===== config.mk =====
export PLATFORM = sky130hd
export DESIGN_NAME = hue_calc_flat
export DESIGN_NICKNAME = d
export VERILOG_FILES = /design/src/pix_pkg.sv /design/src/cam_stream_if.sv /design/src/hue_calc.sv /design/src/video_delay.sv /design/src/flat_wrapper.sv
export VERILOG_INCLUDE_DIRS = /design/src /design/src/src
export SDC_FILE = /design/constraint.sdc
export NUM_CORES = 1
export LEC_CHECK = 0
export ABC_CLOCK_PERIOD_IN_PS = 46000
export BUFFER_PORTS_ARGS = -buffer_cell sky130_fd_sc_hd__buf_2
export CORE_ASPECT_RATIO = 0.5
export CORE_MARGIN = 4
export CORE_UTILIZATION = 45
export DETAILED_ROUTE_END_ITERATION = 7
export PLACE_DENSITY = 0.72
export SKIP_LAST_GASP = 1
export SLEW_MARGIN = 15
export SYNTH_ARGS = -nofsm -noshare
export SYNTH_HDL_FRONTEND = slang
export SYNTH_SLANG_ARGS = --single-unit
export TNS_END_PERCENT = 100

===== constraint.sdc =====
create_clock -name ccd_pixel_clk -period 46 [get_ports ccd_pixel_clk]
set_input_delay 4.6 -clock ccd_pixel_clk [delete_from_list [all_inputs] [get_ports ccd_pixel_clk]]
set_output_delay 4.6 -clock ccd_pixel_clk [all_outputs]
set_load 0.05 [all_outputs]

===== src/cam_defs.svh =====
`ifndef CAM_DEFS_SVH
`define CAM_DEFS_SVH

// ====================
// Sensor side widths
// ====================
`define CAM_RAW_W      12     // Raw Bayer sample
`define CAM_COORD_W    12     // Pixel/line index and frame size

// Hue works on the top bits of each component only
`define CAM_COMP_W     8

// Samples of one even row kept for the next odd row
`define CAM_LINE_MAX   1280

// ====================
// Pipeline and meter
// ====================
`define CAM_HUE_LAT    3      // Stages in hue_calc

// Frame-rate window, counted in pixel clocks
`define CAM_RATE_TICKS 4096

`define CAM_CNT_W      32     // Frame counter and rate result

`endif


===== src/pix_pkg.sv =====
`default_nettype none

`include "cam_defs.svh"

package pix_pkg;

  // Full-precision reconstructed pixel
  typedef struct packed {
    logic [`CAM_RAW_W-1:0] red;
    logic [`CAM_RAW_W-1:0] green;
    logic [`CAM_RAW_W-1:0] blue;
  } rgb_pixel_t;

  typedef logic [7:0]  hue_t;       // 0..255 around the colour wheel
  typedef logic [15:0] pix_word_t;  // One output word per pixel

  // Output format select, RGB when high
  typedef enum logic {
    MODE_HUE = 1'b0,
    MODE_RGB = 1'b1
  } pix_mode_e;

endpackage : pix_pkg

`default_nettype wire


===== src/cam_stream_if.sv =====
`default_nettype none
`timescale 1ns/1ps

`include "cam_defs.svh"


// ====================
// RGB pixel stream
// ====================
interface rgb_if ();
  logic                  valid;
  logic [`CAM_RAW_W-1:0] red;
  logic [`CAM_RAW_W-1:0] green;
  logic [`CAM_RAW_W-1:0] blue;

  modport src (output valid, red, green, blue);
  modport dst (input  valid, red, green, blue);
endinterface : rgb_if

`default_nettype wire


===== src/hue_calc.sv =====
`default_nettype none
`timescale 1ns/1ps

`include "cam_defs.svh"

module hue_calc
  import pix_pkg::*;
(
  input  logic ccd_pixel_clk,
  input  logic arst_n,
  rgb_if.dst   rgb_in,
  rgb_if.src   rgb_out,
  output hue_t hue
);

  localparam int   CW        = `CAM_COMP_W;
  localparam hue_t HUE_OFF_G = 8'd85;   // Green sector start
  localparam hue_t HUE_OFF_B = 8'd171;  // Blue sector start

  logic [CW-1:0]        r;              // Top bits only
  logic [CW-1:0]        g;
  logic [CW-1:0]        b;
  logic [CW-1:0]        mx;
  logic [CW-1:0]        mn;
  logic [1:0]           sect;           // 0 red, 1 green, 2 blue
  logic signed [CW:0]   sdiff;          // Sector difference
  logic                 v1;
  logic                 v2;
  logic [CW-1:0]        s1_diff;
  logic signed [CW:0]   s1_sdiff;
  logic [1:0]           s1_sect;
  logic signed [CW+6:0] num;            // 43 x sector difference
  logic signed [CW+6:0] quot;
  hue_t                 s2_quot;
  hue_t                 s2_off;
  hue_t                 hue_q;
  rgb_pixel_t           in_pix;
  rgb_pixel_t           dly_pix;

  assign r = rgb_in.red[`CAM_RAW_W-1 -: CW];
  assign g = rgb_in.green[`CAM_RAW_W-1 -: CW];
  assign b = rgb_in.blue[`CAM_RAW_W-1 -: CW];

  // Red wins max ties, then green
  always_comb begin
    if (r >= g && r >= b) begin
      sect  = 2'd0;
      mx    = r;
      mn    = (g < b) ? g : b;
      sdiff = $signed({1'b0, g}) - $signed({1'b0, b});
    end else if (g >= b) begin
      sect  = 2'd1;
      mx    = g;
      mn    = (r < b) ? r : b;
      sdiff = $signed({1'b0, b}) - $signed({1'b0, r});
    end else begin
      sect  = 2'd2;
      mx    = b;
      mn    = (r < g) ? r : g;
      sdiff = $signed({1'b0, r}) - $signed({1'b0, g});
    end
  end

  // Signed divide truncates toward zero
  always_comb begin
    num = 7'sd43 * s1_sdiff;
    if (s1_diff == '0) quot = '0;  // Gray pixel
    else quot = num / $signed({1'b0, s1_diff});
  end

  always_ff @(posedge ccd_pixel_clk or negedge arst_n) begin
    if (!arst_n) begin
      v1 <= 1'b0;
      v2 <= 1'b0;
    end else begin
      v1 <= rgb_in.valid;
      v2 <= v1;
    end
  end

  // ====================
  // Three stages
  // ====================
  always_ff @(posedge ccd_pixel_clk) begin
    if (rgb_in.valid) begin
      s1_diff  <= mx - mn;
      s1_sdiff <= sdiff;
      s1_sect  <= sect;
    end
    if (v1) begin
      s2_quot <= quot[CW-1:0];  // Two's complement wraps below zero
      s2_off  <= (s1_sect == 2'd0) ? 8'd0 : (s1_sect == 2'd1) ? HUE_OFF_G : HUE_OFF_B;
    end
    if (v2) hue_q <= s2_off + s2_quot;  // Modulo 256
  end

  assign hue    = hue_q;
  assign in_pix = {rgb_in.red, rgb_in.green, rgb_in.blue};

  // Colour travels alongside the hue
  video_delay #(
    .payload_t (rgb_pixel_t),
    .DEPTH     (`CAM_HUE_LAT)
  ) rgb_dly_i (
    .ccd_pixel_clk (ccd_pixel_clk),
    .arst_n        (arst_n),
    .in_valid      (rgb_in.valid),
    .in_data       (in_pix),
    .out_valid     (rgb_out.valid),
    .out_data      (dly_pix)
  );

  assign rgb_out.red   = dly_pix.red;
  assign rgb_out.green = dly_pix.green;
  assign rgb_out.blue  = dly_pix.blue;

endmodule : hue_calc

`default_nettype wire


===== src/video_delay.sv =====
`default_nettype none
`timescale 1ns/1ps

module video_delay #(
  parameter type payload_t = logic,
  parameter int  DEPTH     = 1
) (
  input  logic     ccd_pixel_clk,
  input  logic     arst_n,
  input  logic     in_valid,
  input  payload_t in_data,
  output logic     out_valid,
  output payload_t out_data
);

  logic     valid_q [DEPTH];  // Strobe chain
  payload_t data_q  [DEPTH];  // Payload chain, follows the strobe

  always_ff @(posedge ccd_pixel_clk or negedge arst_n) begin
    if (!arst_n) begin
      for (int i = 0; i < DEPTH; i++) begin
        valid_q[i] <= 1'b0;
      end
    end else begin
      valid_q[0] <= in_valid;
      for (int i = 1; i < DEPTH; i++) begin
        valid_q[i] <= valid_q[i-1];
      end
    end
  end

  always_ff @(posedge ccd_pixel_clk) begin
    data_q[0] <= in_data;
    for (int i = 1; i < DEPTH; i++) begin
      data_q[i] <= data_q[i-1];
    end
  end

  assign out_valid = valid_q[DEPTH-1];
  assign out_data  = data_q[DEPTH-1];

endmodule : video_delay

`default_nettype wire

===== src/flat_wrapper.sv =====
// flat-port wrapper written by rule: the top's interface ports become plain ports
module hue_calc_flat import pix_pkg::*;
  (ccd_pixel_clk, arst_n, hue, rgb_in_valid, rgb_in_red, rgb_in_green, rgb_in_blue, rgb_out_valid, rgb_out_red, rgb_out_green, rgb_out_blue);
  rgb_if rgb_in_i ();
  rgb_if rgb_out_i ();
  input  logic ccd_pixel_clk;
  input  logic arst_n;
  output hue_t hue;
  input wire logic [$bits(rgb_in_i.valid)-1:0] rgb_in_valid;
  input wire logic [$bits(rgb_in_i.red)-1:0] rgb_in_red;
  input wire logic [$bits(rgb_in_i.green)-1:0] rgb_in_green;
  input wire logic [$bits(rgb_in_i.blue)-1:0] rgb_in_blue;
  output wire logic [$bits(rgb_out_i.valid)-1:0] rgb_out_valid;
  output wire logic [$bits(rgb_out_i.red)-1:0] rgb_out_red;
  output wire logic [$bits(rgb_out_i.green)-1:0] rgb_out_green;
  output wire logic [$bits(rgb_out_i.blue)-1:0] rgb_out_blue;
  assign rgb_in_i.valid = rgb_in_valid;
  assign rgb_in_i.red = rgb_in_red;
  assign rgb_in_i.green = rgb_in_green;
  assign rgb_in_i.blue = rgb_in_blue;
  assign rgb_out_valid = rgb_out_i.valid;
  assign rgb_out_red = rgb_out_i.red;
  assign rgb_out_green = rgb_out_i.green;
  assign rgb_out_blue = rgb_out_i.blue;
  hue_calc u_core (.ccd_pixel_clk(ccd_pixel_clk), .arst_n(arst_n), .rgb_in(rgb_in_i), .rgb_out(rgb_out_i), .hue(hue));
endmodule

=== After elaboration in Yosys (flattened, before gate mapping) ===
Memories as Yosys holds them, arrays and structs flattened.
Cells that the tools add are included.

* $mul: 1
* Magnitude comparators: 6
* Div/mod/pow operators: 1
* Equality and inequality tests: 1
* Reductions and logical operators: 3
* Add/sub/neg operators: 5
* Multiplexer cells: 11

{| class="wikitable"
|+ Operators by type and width
! kind !! number
|-
| 8-bit two-way mux || 8
|-
| 8-bit by 8-bit subtractor with 9-bit output || 3
|-
| 8-bit greater-or-equal comparator || 3
|-
| 8-bit less-than comparator || 3
|-
| 9-bit two-way mux || 2
|-
| 15-bit by 9-bit divider with 15-bit output || 1
|-
| 7-bit by 9-bit multiplier with 15-bit output, first input constant || 1
|-
| 8-bit adder || 1
|-
| 8-bit zero test || 1
|-
| 8-bit subtractor || 1
|-
| 2-bit by 1-bit == test with 1-bit output, second input constant || 1
|-
| 2-bit zero test || 1
|-
| 2-bit two-way mux || 1
|-
| 1-bit logical AND || 1
|}

* Bits of input ports: 39
* Register bits: 46
* Word-level logic and storage cells: 38
* Memories: 1
* RAM bits: 108
* Output and inout bits: 45

{| class="wikitable"
|+ Memory list
! memory !! words !! width !! read ports !! clocked after Yosys merged registers in !! wr ports !! RTL line !! text
|-
| u_core.rgb_dly_i.data_q || 3 || 36 || 3 || 0 || 3 || video_delay.sv:17 || <nowiki>payload_t data_q [DEPTH];</nowiki>
|}

=== Longest topological paths before layout ===
Gate-level depths: netlist of the first run.

* Depth in word-level cells: 5
* Depth in mapped cells: 171
* Depth with buffers taken out: 160

=== Modules after synthesis ===
Synthesis of the first run repeated with hierarchy kept, for this count alone.

* Cell total of the unflattened synthesis: 1480
* Area total of the unflattened synthesis: 12808.5 um^2

{| class="wikitable"
|+ Modules (own cells, without submodules)
! module !! cells each !! area each (um^2) !! sequential area each (um^2) !! instances
|-
| hue_calc || 1333 || 10301.1 || 1191.1 || 1
|-
| video_delay || 147 || 2507.4 || 2237.1 || 1
|}

=== Worst setup path before layout of the first run ===
Ideal clock, no wire load.

* Kind: register to register
* Start point: reg u_core.s1_sdiff[4]
* End point: reg u_core.s2_quot[6] (data pin)
* Arrival time: 31.682 ns
* Slack: 14.044 ns
* Required time: 45.726 ns
* Buffers on the path: 11
* Stages on the path, launching flop included: 159
* Setup time: 0.274 ns
* Clock period less this slack: 31.956 ns
* Cell sequence: edfxtp_1 -> ha_1 -> ha_1 -> fa_1 -> inv_1 -> fa_1 -> inv_1 -> ha_1 -> buf_2 -> and2_1 -> nor2b_1 -> or3_1 -> a211o_1 -> nor4_1 -> o2111a_1 -> ha_1 -> a21oi_1 -> ha_1 -> [123 not listed] -> nor2_1 -> a21oi_1 -> ha_1 -> a21oi_1 -> nor2b_1 -> o21ai_0 -> nand2b_1 -> a21oi_1 -> nor2b_1 -> o21ai_0 -> nand2b_1 -> a21oi_1 -> and4_1 -> ha_1 -> nand2_1 -> o31ai_1 -> xor2_1 -> nor2_1

* Longest elaborated chain between the ends: 2

{| class="wikitable"
|+ Ends and longest elaborated chain
! element !! RTL line !! text
|-
| from (decl) || hue_calc.sv:30 || <nowiki>logic signed [CW:0] s1_sdiff;</nowiki>
|-
| from (signal assigned) || hue_calc.sv:87 || <nowiki>s1_sdiff <= sdiff;</nowiki>
|-
| 7-bit by 9-bit multiplier with 15-bit output || hue_calc.sv:66 || <nowiki>num = 7'sd43 * s1_sdiff;</nowiki>
|-
| 15-bit by 9-bit divider with 15-bit output || hue_calc.sv:68 || <nowiki>else quot = num / $signed({1'b0, s1_diff});</nowiki>
|-
| to (signal assigned) || hue_calc.sv:91 || <nowiki>s2_quot <= quot[CW-1:0];</nowiki>
|-
| to (decl) || hue_calc.sv:34 || <nowiki>hue_t s2_quot;</nowiki>
|}

Every way passes these cells.
A chain may end at the register's enable or synchronous reset.

=== Worst setup path in the final report of the first run ===
* Start point: reg u_core.s1_sdiff[5]
* End point: reg u_core.s2_quot[6] (data pin)

The elaborated chain is that of the path after synthesis.

==> results.md, run 1 <==
* Max Cap Viol at 0
* Final setup violation count at 0
* Post-synth cell types at 96
* Worst Path Required at 46.19 ns
* Ports at between 80 and 90
* Final Wtd Congestion at approximately 0.93
* Drt via density at around 5.7
* Layout fillers at 2688
* Post-DR wirelength/cell at 15.6 µm
* Crit path top cell by count: ha_1
* Final net count at 1804
* Syn Nets at 1765
* Final Hold Fails at 0
* Port buffer count at 83
* Post-DP HPWL at 24400 µm
* Worst-path clk slew at 0.07 ns
* Hold Slack at about 0.33 ns
* Ys async rst share at 2.01%
* GRT Total Usage at 19.3%
* CTS Buffer Depth at 2
* Placed Area at about 14000 µm²
* Transition time of the tightest slew-check pin at 0.931 ns
* Synth Warn # at 0
* Most common cell after layout, fill and taps aside: ha_1
* Die area at 32000 µm²
* Pre-antenna DRT Iters at 6
* Vias in the first global route at about 11000
* Initial antenna violation count at 0
* Routed Antenna Nets at 0
* Mean area per synthesized cell at 8.49 µm²
* Multi-input logic area at 8890 µm²
* Hold crit path type: reg -> reg
* Post-CTS setup buffers at 0
* ANT cells at 0
* CTS tree: yes
* First-pass GRT wire length at 51400 µm
* Fin area at 14300 µm²
* Total Wirelength at 30900 µm
* Max Slew Vio Count at 0
* Largest net degree at the start of global routing at 52
* Nature of the critical path endpoint: flip-flop
* Max incr delay on CP at between 0.7 and 0.8 ns
* Dpl cells at 1944
* Core Footprint at roughly 28000 µm²
* Sequential-to-total area share from yosys stat at between 20% and 30%
* Initial detailed-routing violation count at 642
* RSZ-0062 raised after global routing: false
* Non-filler cells, final at 1976
* Slew Limit Headroom at 36.1%
* Area growth syn-to-layout at 9.06%
* Share of cells above drive strength 1 at 12.0%
* Status: complete, no violations
* Most frequent cells in the layout: 165 x ha_1, 126 x nor2_1, 125 x a21oi_1
* Root Driver: clkbuf_16
* Arrival time worst endpoint at around 36 ns
* Die height at 129 µm
* Max FO, Critical Path at 20
* H-Tree Depth at 4
* Min cycle time layout at 35.99 ns
* Clk sinks at 149
* CP Launch Type: flip-flop
* Chip Width at 249 µm
* Crit Path Class: reg -> reg
* Total CTS buffers at 17
* Setup TNS at 0 ns
* Post-synth EDFFs at 38
* Final clock skew at 0.0124 ns
* Post-CTS sizing at 0
* Synthesized area at 13100 µm²
* Fmax at 27.8 MHz
* Tcrit/Tclk final at 78.2%
* Worst-skew pair later-pin latency at between 0.4 and 0.5 ns
* Vias at 11200
* Crit-path slowest cell: a2111oi_0
* Num rows at 43
* FF/Latch Area at between 3000 and 4000 µm²
* Main synth FF type: dfxtp_1
* Grt ovf at 0
* Post-Syn Instances at between 1500 and 2000
* Initial Util at 46.4%
* DR DRC count at 0
* CTS hold repair buffers at 0
* #FFs+latches synth at 149
==> final timing paths <==
check | cells past startpoint | slack [ns] | end | from
setup / recovery | 149 | 10.01 | u_core.s2_quot[6] | u_core.s1_sdiff[5]
hold / removal | 0 | 0.33 | u_core.rgb_dly_i.data_q[0][56] | u_core.rgb_dly_i.data_q[0][20]
setup reg to reg | 149 | 10.01 | u_core.s2_quot[6] | u_core.s1_sdiff[5]
hold reg to reg | 0 | 0.33 | u_core.rgb_dly_i.data_q[0][56] | u_core.rgb_dly_i.data_q[0][20]
max in group asynchronous | 1 | 41.94 | u_core.v2 | arst_n
min in group asynchronous | 1 | 3.95 | u_core.v1 | arst_n
==> layer usage <==
layer / track usage [%] / share of wire (%) / vias up
li1: - / - / 5648
met1: 24.2 / 45 / 5167
met2: 33.6 / 46 / 346
met3: 4.16 / 6.2 / 57
met4: 6.13 / 2.2 / 0
met5: 0 / 0 / -
==> stage by stage <==
| step | util [%] | setup WS [ns] |
|---|---|---|
| after floorplan | - | 14.04 |
| after global placement | 48.4 | 11.45 |
| after detailed placement | 48.4 | 10.72 |
| after CTS | 50.6 | 10.52 |
| after global routing | 50.6 | 7.08 |
| final | 50.6 | 10.01 |
==> kinds of logic (layout without fill, tap and decap cells) <==
family,Yosys count,after routing,synth area share [%]
AO/OA/AOI/OAI,430,430,22.2
multiplexers,34,34,2.83
adder cells (fa/ha/maj),184,184,18.7
XOR/XNOR,84,84,5.62
buffers and inverters,182,234,6.35
AND/OR/NAND/NOR,479,479,18.5
flip-flops,149,149,25.8
==> flip-flops by register name (all words and copies together), names as in the netlist <==
name / count
u_core.s1_diff: 8
u_core.hue: 8
u_core.v1: 1
u_core.s1_sect: 2
u_core.v2: 1
u_core.rgb_dly_i.data_q: 108
u_core.s2_quot: 8
u_core.s1_sdiff: 9
u_core.s2_off: 3
u_core.rgb_dly_i.out_valid: 1
==> critical path: cells and delay by family, from the launching register on <==
| family | cells | cell delay [ns] |
|---|---|---|
| and+or+nand+nor | 47 | 10.12 |
| muxes | 2 | 0.71 |
| DFF | 1 | 0.50 |
| adders and majority gates | 21 | 7.15 |
| buffers and inverters | 5 | 0.65 |
| xor gates and xnor gates | 1 | 0.20 |
| AOI/OAI and AO/OA | 73 | 16.32 |
==> final cells by class <==
cell class,count,share of cell area [%]
Multi-Input combinational cell,1211,62.3
Sequential cell,149,23.7
Timing Repair Buffer,94,3.49
Tap cell,382,3.35
Clock buffer,17,2.98
Inverter,108,2.84
Clock inverter,15,1.39
==> cells in the mapped netlist, drive strengths merged (18+ instances only) <==
cell type,instances,area [µm²]
buf,48,328
mux2,18,206
clkbuf,26,97.6
a21oi,126,631
nor2,126,473
o21ai,81,409
a211oi,19,173
ha,165,2060
nand3,26,130
nand2,102,390
o211ai,21,158
or2,18,113
nor3,63,325
o21a,41,308
dfxtp,108,2160
nor2b,25,156
inv,107,402
xnor2,49,429
nand2b,28,175
fa,19,380
a21o,36,278
xor2,35,307
or3,22,143
edfxtp,38,1140
Power of run 1 is not shown: default switching activity piles up to over one toggle a cycle in this logic, so the estimate is an artifact.
==> run 2: changes to the inputs <==
--- a/config.mk
+++ b/config.mk
@@ -6,13 +6,13 @@
 export SDC_FILE = /design/constraint.sdc
 export NUM_CORES = 1
 export LEC_CHECK = 0
-export ABC_CLOCK_PERIOD_IN_PS = 46000
+export ABC_CLOCK_PERIOD_IN_PS = 32400
 export BUFFER_PORTS_ARGS = -buffer_cell sky130_fd_sc_hd__buf_2
 export CORE_ASPECT_RATIO = 0.5
 export CORE_MARGIN = 4
 export CORE_UTILIZATION = 45
 export DETAILED_ROUTE_END_ITERATION = 7
-export PLACE_DENSITY = 0.72
+export PLACE_DENSITY = 0.74
 export SKIP_LAST_GASP = 1
 export SLEW_MARGIN = 15
 export SYNTH_ARGS = -nofsm -noshare
==> constraint.sdc (replaced) <==
create_clock -name ccd_pixel_clk -period 32.4 [get_ports ccd_pixel_clk]
set_input_delay 3.24 -clock ccd_pixel_clk [delete_from_list [all_inputs] [get_ports ccd_pixel_clk]]
set_output_delay 3.24 -clock ccd_pixel_clk [all_outputs]
set_load 0.05 [all_outputs]
==> results.md, run 2 (same netlist as run 1, synthesis figures left out) <==
* Max Slew Vio Count at 0 (unchanged)
* Port buffer count at 83 (unchanged)
* Min cycle time layout at 30.89 ns (-5.09 ns)
* Dpl cells at 1970 (+1.3%)
* Routed Antenna Nets at 0 (unchanged)
* Final Hold Fails at 0 (unchanged)
* Reg-to-reg slack, setup at 1.51 ns (-8.51 ns)
* Crit Path Class: reg -> reg
* Largest net degree at the start of global routing at 43 (-17%)
* Transition time of the tightest slew-check pin at 1.12 ns (+0.187 ns)
* Max FO, Critical Path at 10 (-50%)
* Ports at 84 (unchanged)
* Worst flop-to-flop path startpoint: u_core.s1_sdiff[5]
* Initial detailed-routing violation count at 824 (+28%)
* Most frequent cells in the layout: 158 x ha_1, 122 x nor2_1, 111 x a21oi_1
* Tcrit/Tclk final at 95.4% (+17 points)
* Status: complete, no violations
* Chip Width at 249 µm (unchanged)
* Non-filler cells, final at 2028 (+2.6%)
* Wire length on met2 at 15600 µm (+9.7%)
* Worst Path Required at 32.54 ns (-13.65 ns)
* GRT Total Usage at 20.1% (+0.86 points)
* Worst-skew pair later-pin latency at 0.43 ns (about the same)
* Vias at 11700 (+4.0%)
* Placed Area at 13800 µm² (+1.4%)
* Final net count at 1856 (+2.9%)
* Total Wirelength at 33900 µm (+9.8%)
* Uppermost layer routed: met4
* Post-DR wirelength/cell at 16.7 µm (+7.0%)
* Grt ovf at 0 (unchanged)
* Most common cell after layout, fill and taps aside: ha_1
* Die height at 129 µm (unchanged)
* Root Driver: clkbuf_16
* Fmax at 32.4 MHz (+16%)
* Slew Limit Headroom at 24.9% (-11 points)
* DR DRC count at 0 (unchanged)
* CTS tree: yes
* Fin area at 15100 µm² (+5.7%)
* Share of cells above drive strength 1 at 18.8% (+6.8 points)
* Pre-antenna DRT Iters at 5 (-1)
* Layout fillers at 2546 (-5.3%)
* H-Tree Depth at 4 (unchanged)
* CP Launch Type: flip-flop
* Area growth syn-to-layout at 15.2%
* Hold crit path type: reg -> reg
* Largest Register: u_core.rgb_dly_i.data_q
* Hold Path Sink: u_core.rgb_dly_i.data_q[0][41]
* Final Wtd Congestion at 0.935 (+0.20%)
* First-pass GRT wire length at 53500 µm (+4.1%)
* Worst hold start: u_core.rgb_dly_i.data_q[0][5]
* Crit-path slowest cell: or4b_2
* Initial antenna violation count at 0 (unchanged)
* Reg2Reg Depth at 154 (+3.4%)
* Total CTS buffers at 17 (unchanged)
* ANT cells at 0 (unchanged)
* CTS Buffer Depth at 2 (unchanged)
* FF/Latch Area at 3380 µm² (unchanged)
* Multi-input logic area at 9330 µm² (+4.9%)
* Clk sinks at 149 (unchanged)
* Final clock skew at 0.00879 ns (-0.00359 ns)
* Nature of the critical path endpoint: flip-flop
* Core Footprint at 28200 µm² (unchanged)
* Largest register FFs at 108 (unchanged)
* Post-DP HPWL at 26100 µm (+7.0%)
* Biggest regs: u_core.rgb_dly_i.data_q x108, u_core.s1_sdiff x9
* Hold path depth at 0 (unchanged)
* Detail Route met3 WL at 2230 µm (+16%)
* Drt via density at 5.76 (+1.4%)
* Final setup violation count at 0 (unchanged)
* Arrival time worst endpoint at 31.04 ns (-5.13 ns)
* Max Cap Viol at 0 (unchanged)
* M1 WL at 15400 µm (+9.9%)
* Die area at 32000 µm² (unchanged)
* CTS hold repair buffers at 0 (unchanged)
* Num rows at 43 (unchanged)
* RR Endpoint: u_core.s2_quot[6]
* Vias in the first global route at 10700 (+0.65%)
* Worst-path clk slew at 0.07 ns (about the same)
* Max incr delay on CP at 0.63 ns (-0.10 ns)
* Initial Util at 46.4% (unchanged)
run 2: through the flow:
stage	utilization (%)	worst slack, ns	hold WS [ns]	setup TNS (ns)
2_1_floorplan	-	0.444	0.310	0
3_3_place_gp	49.1	0.452	0.309	0
3_5_place_dp	49.1	-0.122	0.312	-0.122
4_1_cts	51.3	0.0651	0.323	0
5_1_grt	53.5	-0.300	0.324	-0.828
6_report	53.5	1.51	0.322	0
run 2: how the worst max path moves through the flow:
stage,from,end,slack (ns),depth (start not counted)
after floorplan,u_core.s1_sdiff[4],u_core.s2_quot[6],0.44,158
after global placement,u_core.s1_sdiff[4],u_core.s2_quot[6],0.45,150
after detailed placement,u_core.s1_sdiff[4],u_core.s2_quot[6],-0.12,149
after CTS,u_core.s1_sdiff[4],u_core.s2_quot[6],0.07,155
after global routing,u_core.s1_sdiff[8],u_core.s2_quot[6],-0.30,157
final,u_core.s1_sdiff[5],u_core.s2_quot[6],1.51,154
run 2: metal layers:
| layer | up-vias | track usage [%] |
|---|---|---|
| met2 | 371 | 33.7 |
| met1 | 5503 | 27.1 |
| met3 | 58 | 4.04 |
| met4 | 0 | 4.95 |
| met5 | - | 0 |
| li1 | 5740 | - |
run 2: layout make-up:
cell class,count,area share (%)
Clock buffer,17,2.82
Clock inverter,15,1.21
Inverter,108,2.69
Multi-Input combinational cell,1212,61.8
Sequential cell,149,22.4
Tap cell,382,3.17
Timing Repair Buffer,145,5.89
run 2: what timing repair did:
| action | CTS | global route |
|---|---|---|
| buffers inserted | 0 | 25 |
| gates resized for setup | 3 | 98 |
| gates cloned | 0 | 1 |
| setup endpoints to repair | 5 | 8 |
| pin swaps | 0 | 25 |
run 2: worst max-delay path: cells and delay by family, from the launching register on:
family / cells / cell delay, ns
compound gates: 72 / 13.06
simple gates: 50 / 8.49
fa+ha+maj: 21 / 6.72
buf+inv: 7 / 0.87
mux: 3 / 0.76
flops: 1 / 0.47
xor+xnor: 1 / 0.16
Power of run 2 is left out for the same reason.
==> run 3: changes to the inputs <==
--- a/config.mk
+++ b/config.mk
@@ -6,8 +6,8 @@
 export SDC_FILE = /design/constraint.sdc
 export NUM_CORES = 1
 export LEC_CHECK = 0
-export ABC_CLOCK_PERIOD_IN_PS = 32400
-export BUFFER_PORTS_ARGS = -buffer_cell sky130_fd_sc_hd__buf_2
+export ABC_CLOCK_PERIOD_IN_PS = 26600
+export BUFFER_PORTS_ARGS = -buffer_cell sky130_fd_sc_hd__clkbuf_2
 export CORE_ASPECT_RATIO = 0.5
 export CORE_MARGIN = 4
 export CORE_UTILIZATION = 45
==> constraint.sdc (replaced) <==
create_clock -name ccd_pixel_clk -period 26.6 [get_ports ccd_pixel_clk]
set_input_delay 2.66 -clock ccd_pixel_clk [delete_from_list [all_inputs] [get_ports ccd_pixel_clk]]
set_output_delay 2.66 -clock ccd_pixel_clk [all_outputs]
set_load 0.05 [all_outputs]
==> results.md, run 3 (same netlist as run 1, synthesis figures left out) <==
* Total CTS buffers at 17 (unchanged)
* Status: finished, violations left
* Arrival time worst endpoint at 29.19 ns (-1.85 ns)
* Chip Width at 249 µm (unchanged)
* Largest register FFs at 108 (unchanged)
* Crit-path slowest cell: fa_1
* Min cycle time layout at 29.00 ns (-1.89 ns)
* Nature of the critical path endpoint: flip-flop
* Reg-to-reg slack, setup at -2.40 ns (-3.91 ns)
* Initial detailed-routing violation count at 1112 (+35%)
* Max FO, Critical Path at 6 (-4)
* Worst-skew pair later-pin latency at 0.44 ns (about the same)
* Area growth syn-to-layout at 45.4%
* Crit path top cell by count: buf_4
* CTS tree: yes
* Uppermost layer routed: met4
* Vias at 14100 (+20%)
* Initial Util at 46.4% (unchanged)
* M1 WL at 17700 µm (+15%)
* Die height at 129 µm (unchanged)
* Die area at 32000 µm² (unchanged)
* Tcrit/Tclk final at 109% (+14 points)
* First-pass GRT wire length at 67200 µm (+26%)
* DR DRC count at 0 (unchanged)
* H-Tree Depth at 4 (unchanged)
* Vias in the first global route at 13900 (+30%)
* CP Launch Type: flip-flop
* Max Cap Viol at 0 (unchanged)
* Transition time of the tightest slew-check pin at 0.773 ns (-0.345 ns)
* CTS hold repair buffers at 0 (unchanged)
* Most frequent cells in the layout: 456 x buf_4, 132 x ha_1, 108 x dfxtp_1
* GRT Total Usage at 25.3% (+5.1 points)
* Routed Antenna Nets at 0 (unchanged)
* Max incr delay on CP at 0.56 ns (-0.07 ns)
* Most common cell after layout, fill and taps aside: buf_4
* Worst Path Required at 26.79 ns (-5.75 ns)
* Layout fillers at 1945 (-24%)
* Final Hold Fails at 0 (unchanged)
* Total Wirelength at 44300 µm (+31%)
* Final setup violation count at 8 (+8)
* Hold Slack at 0.325 ns (+0.00298 ns)
* Port buffer count at 83 (unchanged)
* Drt via density at 5.77 (+0.25%)
* Worst-path clk slew at 0.06 ns (about the same)
* Crit Path Class: reg -> reg
* Crit path setup slack, layout at -2.40 ns (-3.91 ns)
* Initial antenna violation count at 0 (unchanged)
* Setup TNS at -17.62 ns (-17.62 ns)
* Largest Register: u_core.rgb_dly_i.data_q
* Final net count at 2263 (+22%)
* Biggest regs: u_core.rgb_dly_i.data_q x108, u_core.s1_sdiff x9
* Root Driver: clkbuf_16
* Failing checks: negative setup slack
* Clk sinks at 149 (unchanged)
* Final clock skew at 0.00950 ns (+0.000709 ns)
* RSZ-0062 raised after global routing: true
* Final Wtd Congestion at 0.949 (+1.5%)
* Core Footprint at 28200 µm² (unchanged)
* ANT cells at 0 (unchanged)
* Detail Route met3 WL at 3430 µm (+54%)
* Multi-input logic area at 10200 µm² (+9.4%)
* Wire length on met2 at 21000 µm (+35%)
* Ports at 84 (unchanged)
* Slew Limit Headroom at 47.0% (+22 points)
* Hold crit path type: reg -> reg
* CTS Buffer Depth at 2 (unchanged)
* Num rows at 43 (unchanged)
* Post-DP HPWL at 30000 µm (+15%)
* Largest net degree at the start of global routing at 41 (-4.7%)
* Pre-antenna DRT Iters at 5 (unchanged)
* Post-DR wirelength/cell at 18.2 µm (+8.8%)
* Share of cells above drive strength 1 at 40.7% (+22 points)
* FF/Latch Area at 3380 µm² (unchanged)
* Max Slew Vio Count at 0 (unchanged)
* Fmax at 34.5 MHz (+6.5%)
* Grt ovf at 0 (unchanged)
[run 3: cell types whose count changed in the layout (fill, tap and decap cells not counted), moves of 12 or more]
cell and change:
a21oi_1 -20, a21oi_2 +17, buf_2 -83, buf_4 +396
buf_6 +12, clkbuf_2 +83, ha_1 -26, ha_4 +23
nor2_1 -17, o21ai_0 -12
[run 3: critical path: cells and delay by family, from the launching register on]
kind / cells / cell delay, ns
and+or+nand+nor: 43 / 7.50
DFF: 1 / 0.41
buffers and inverters: 30 / 3.81
AOI/OAI and AO/OA: 58 / 9.58
adders and majority gates: 20 / 5.82
muxes: 4 / 1.31
xor gates and xnor gates: 1 / 0.21
[run 3: final timing paths]
path	from	endpoint	cells past startpoint
min in group asynchronous	arst_n	u_core.v1	1
min reg2reg	u_core.rgb_dly_i.data_q[0][41]	u_core.rgb_dly_i.data_q[0][77]	0
min	u_core.rgb_dly_i.data_q[0][41]	u_core.rgb_dly_i.data_q[0][77]	0
max reg2reg	u_core.s1_sdiff[6]	u_core.s2_quot[6]	156
max	u_core.s1_sdiff[6]	u_core.s2_quot[6]	156
max in group asynchronous	arst_n	u_core.v2	1
[run 3: layout make-up]
class / instances / share of cell area [%]
multi-input combinational: 1211 / 53.6
timing repair buffer: 553 / 21.0
sequential: 149 / 17.8
tap: 382 / 2.51
clock buffer: 18 / 2.26
inverter: 108 / 2.13
clock inverter: 14 / 0.697
[run 3: routing by layer]
| metal | up-vias | GRT usage (%) |
|---|---|---|
| li1 | 6554 | - |
| met5 | - | 0 |
| met2 | 684 | 45.3 |
| met4 | 0 | 9.96 |
| met1 | 6596 | 30.2 |
| met3 | 216 | 5.45 |
[run 3: repair_timing]
action,in CTS,in global routing
pin swaps,58,111
hold endpoints to repair,0,0
resized for setup,87,87
setup endpoints to repair,8,8
buffers inserted,96,36
[run 3: through the flow]
stage,util (%),cells,worst slack (ns),cell area (µm²)
final,67.5,2435,-2.40,19000
after global routing,67.5,2435,-3.64,19000
after CTS,65.1,2400,-1.16,18400
after detailed placement,59.2,2273,-2.27,16700
after global placement,59.2,2273,-1.62,16700
after floorplan,-,1542,-2.18,13700
Power of run 3 is left out for the same reason.
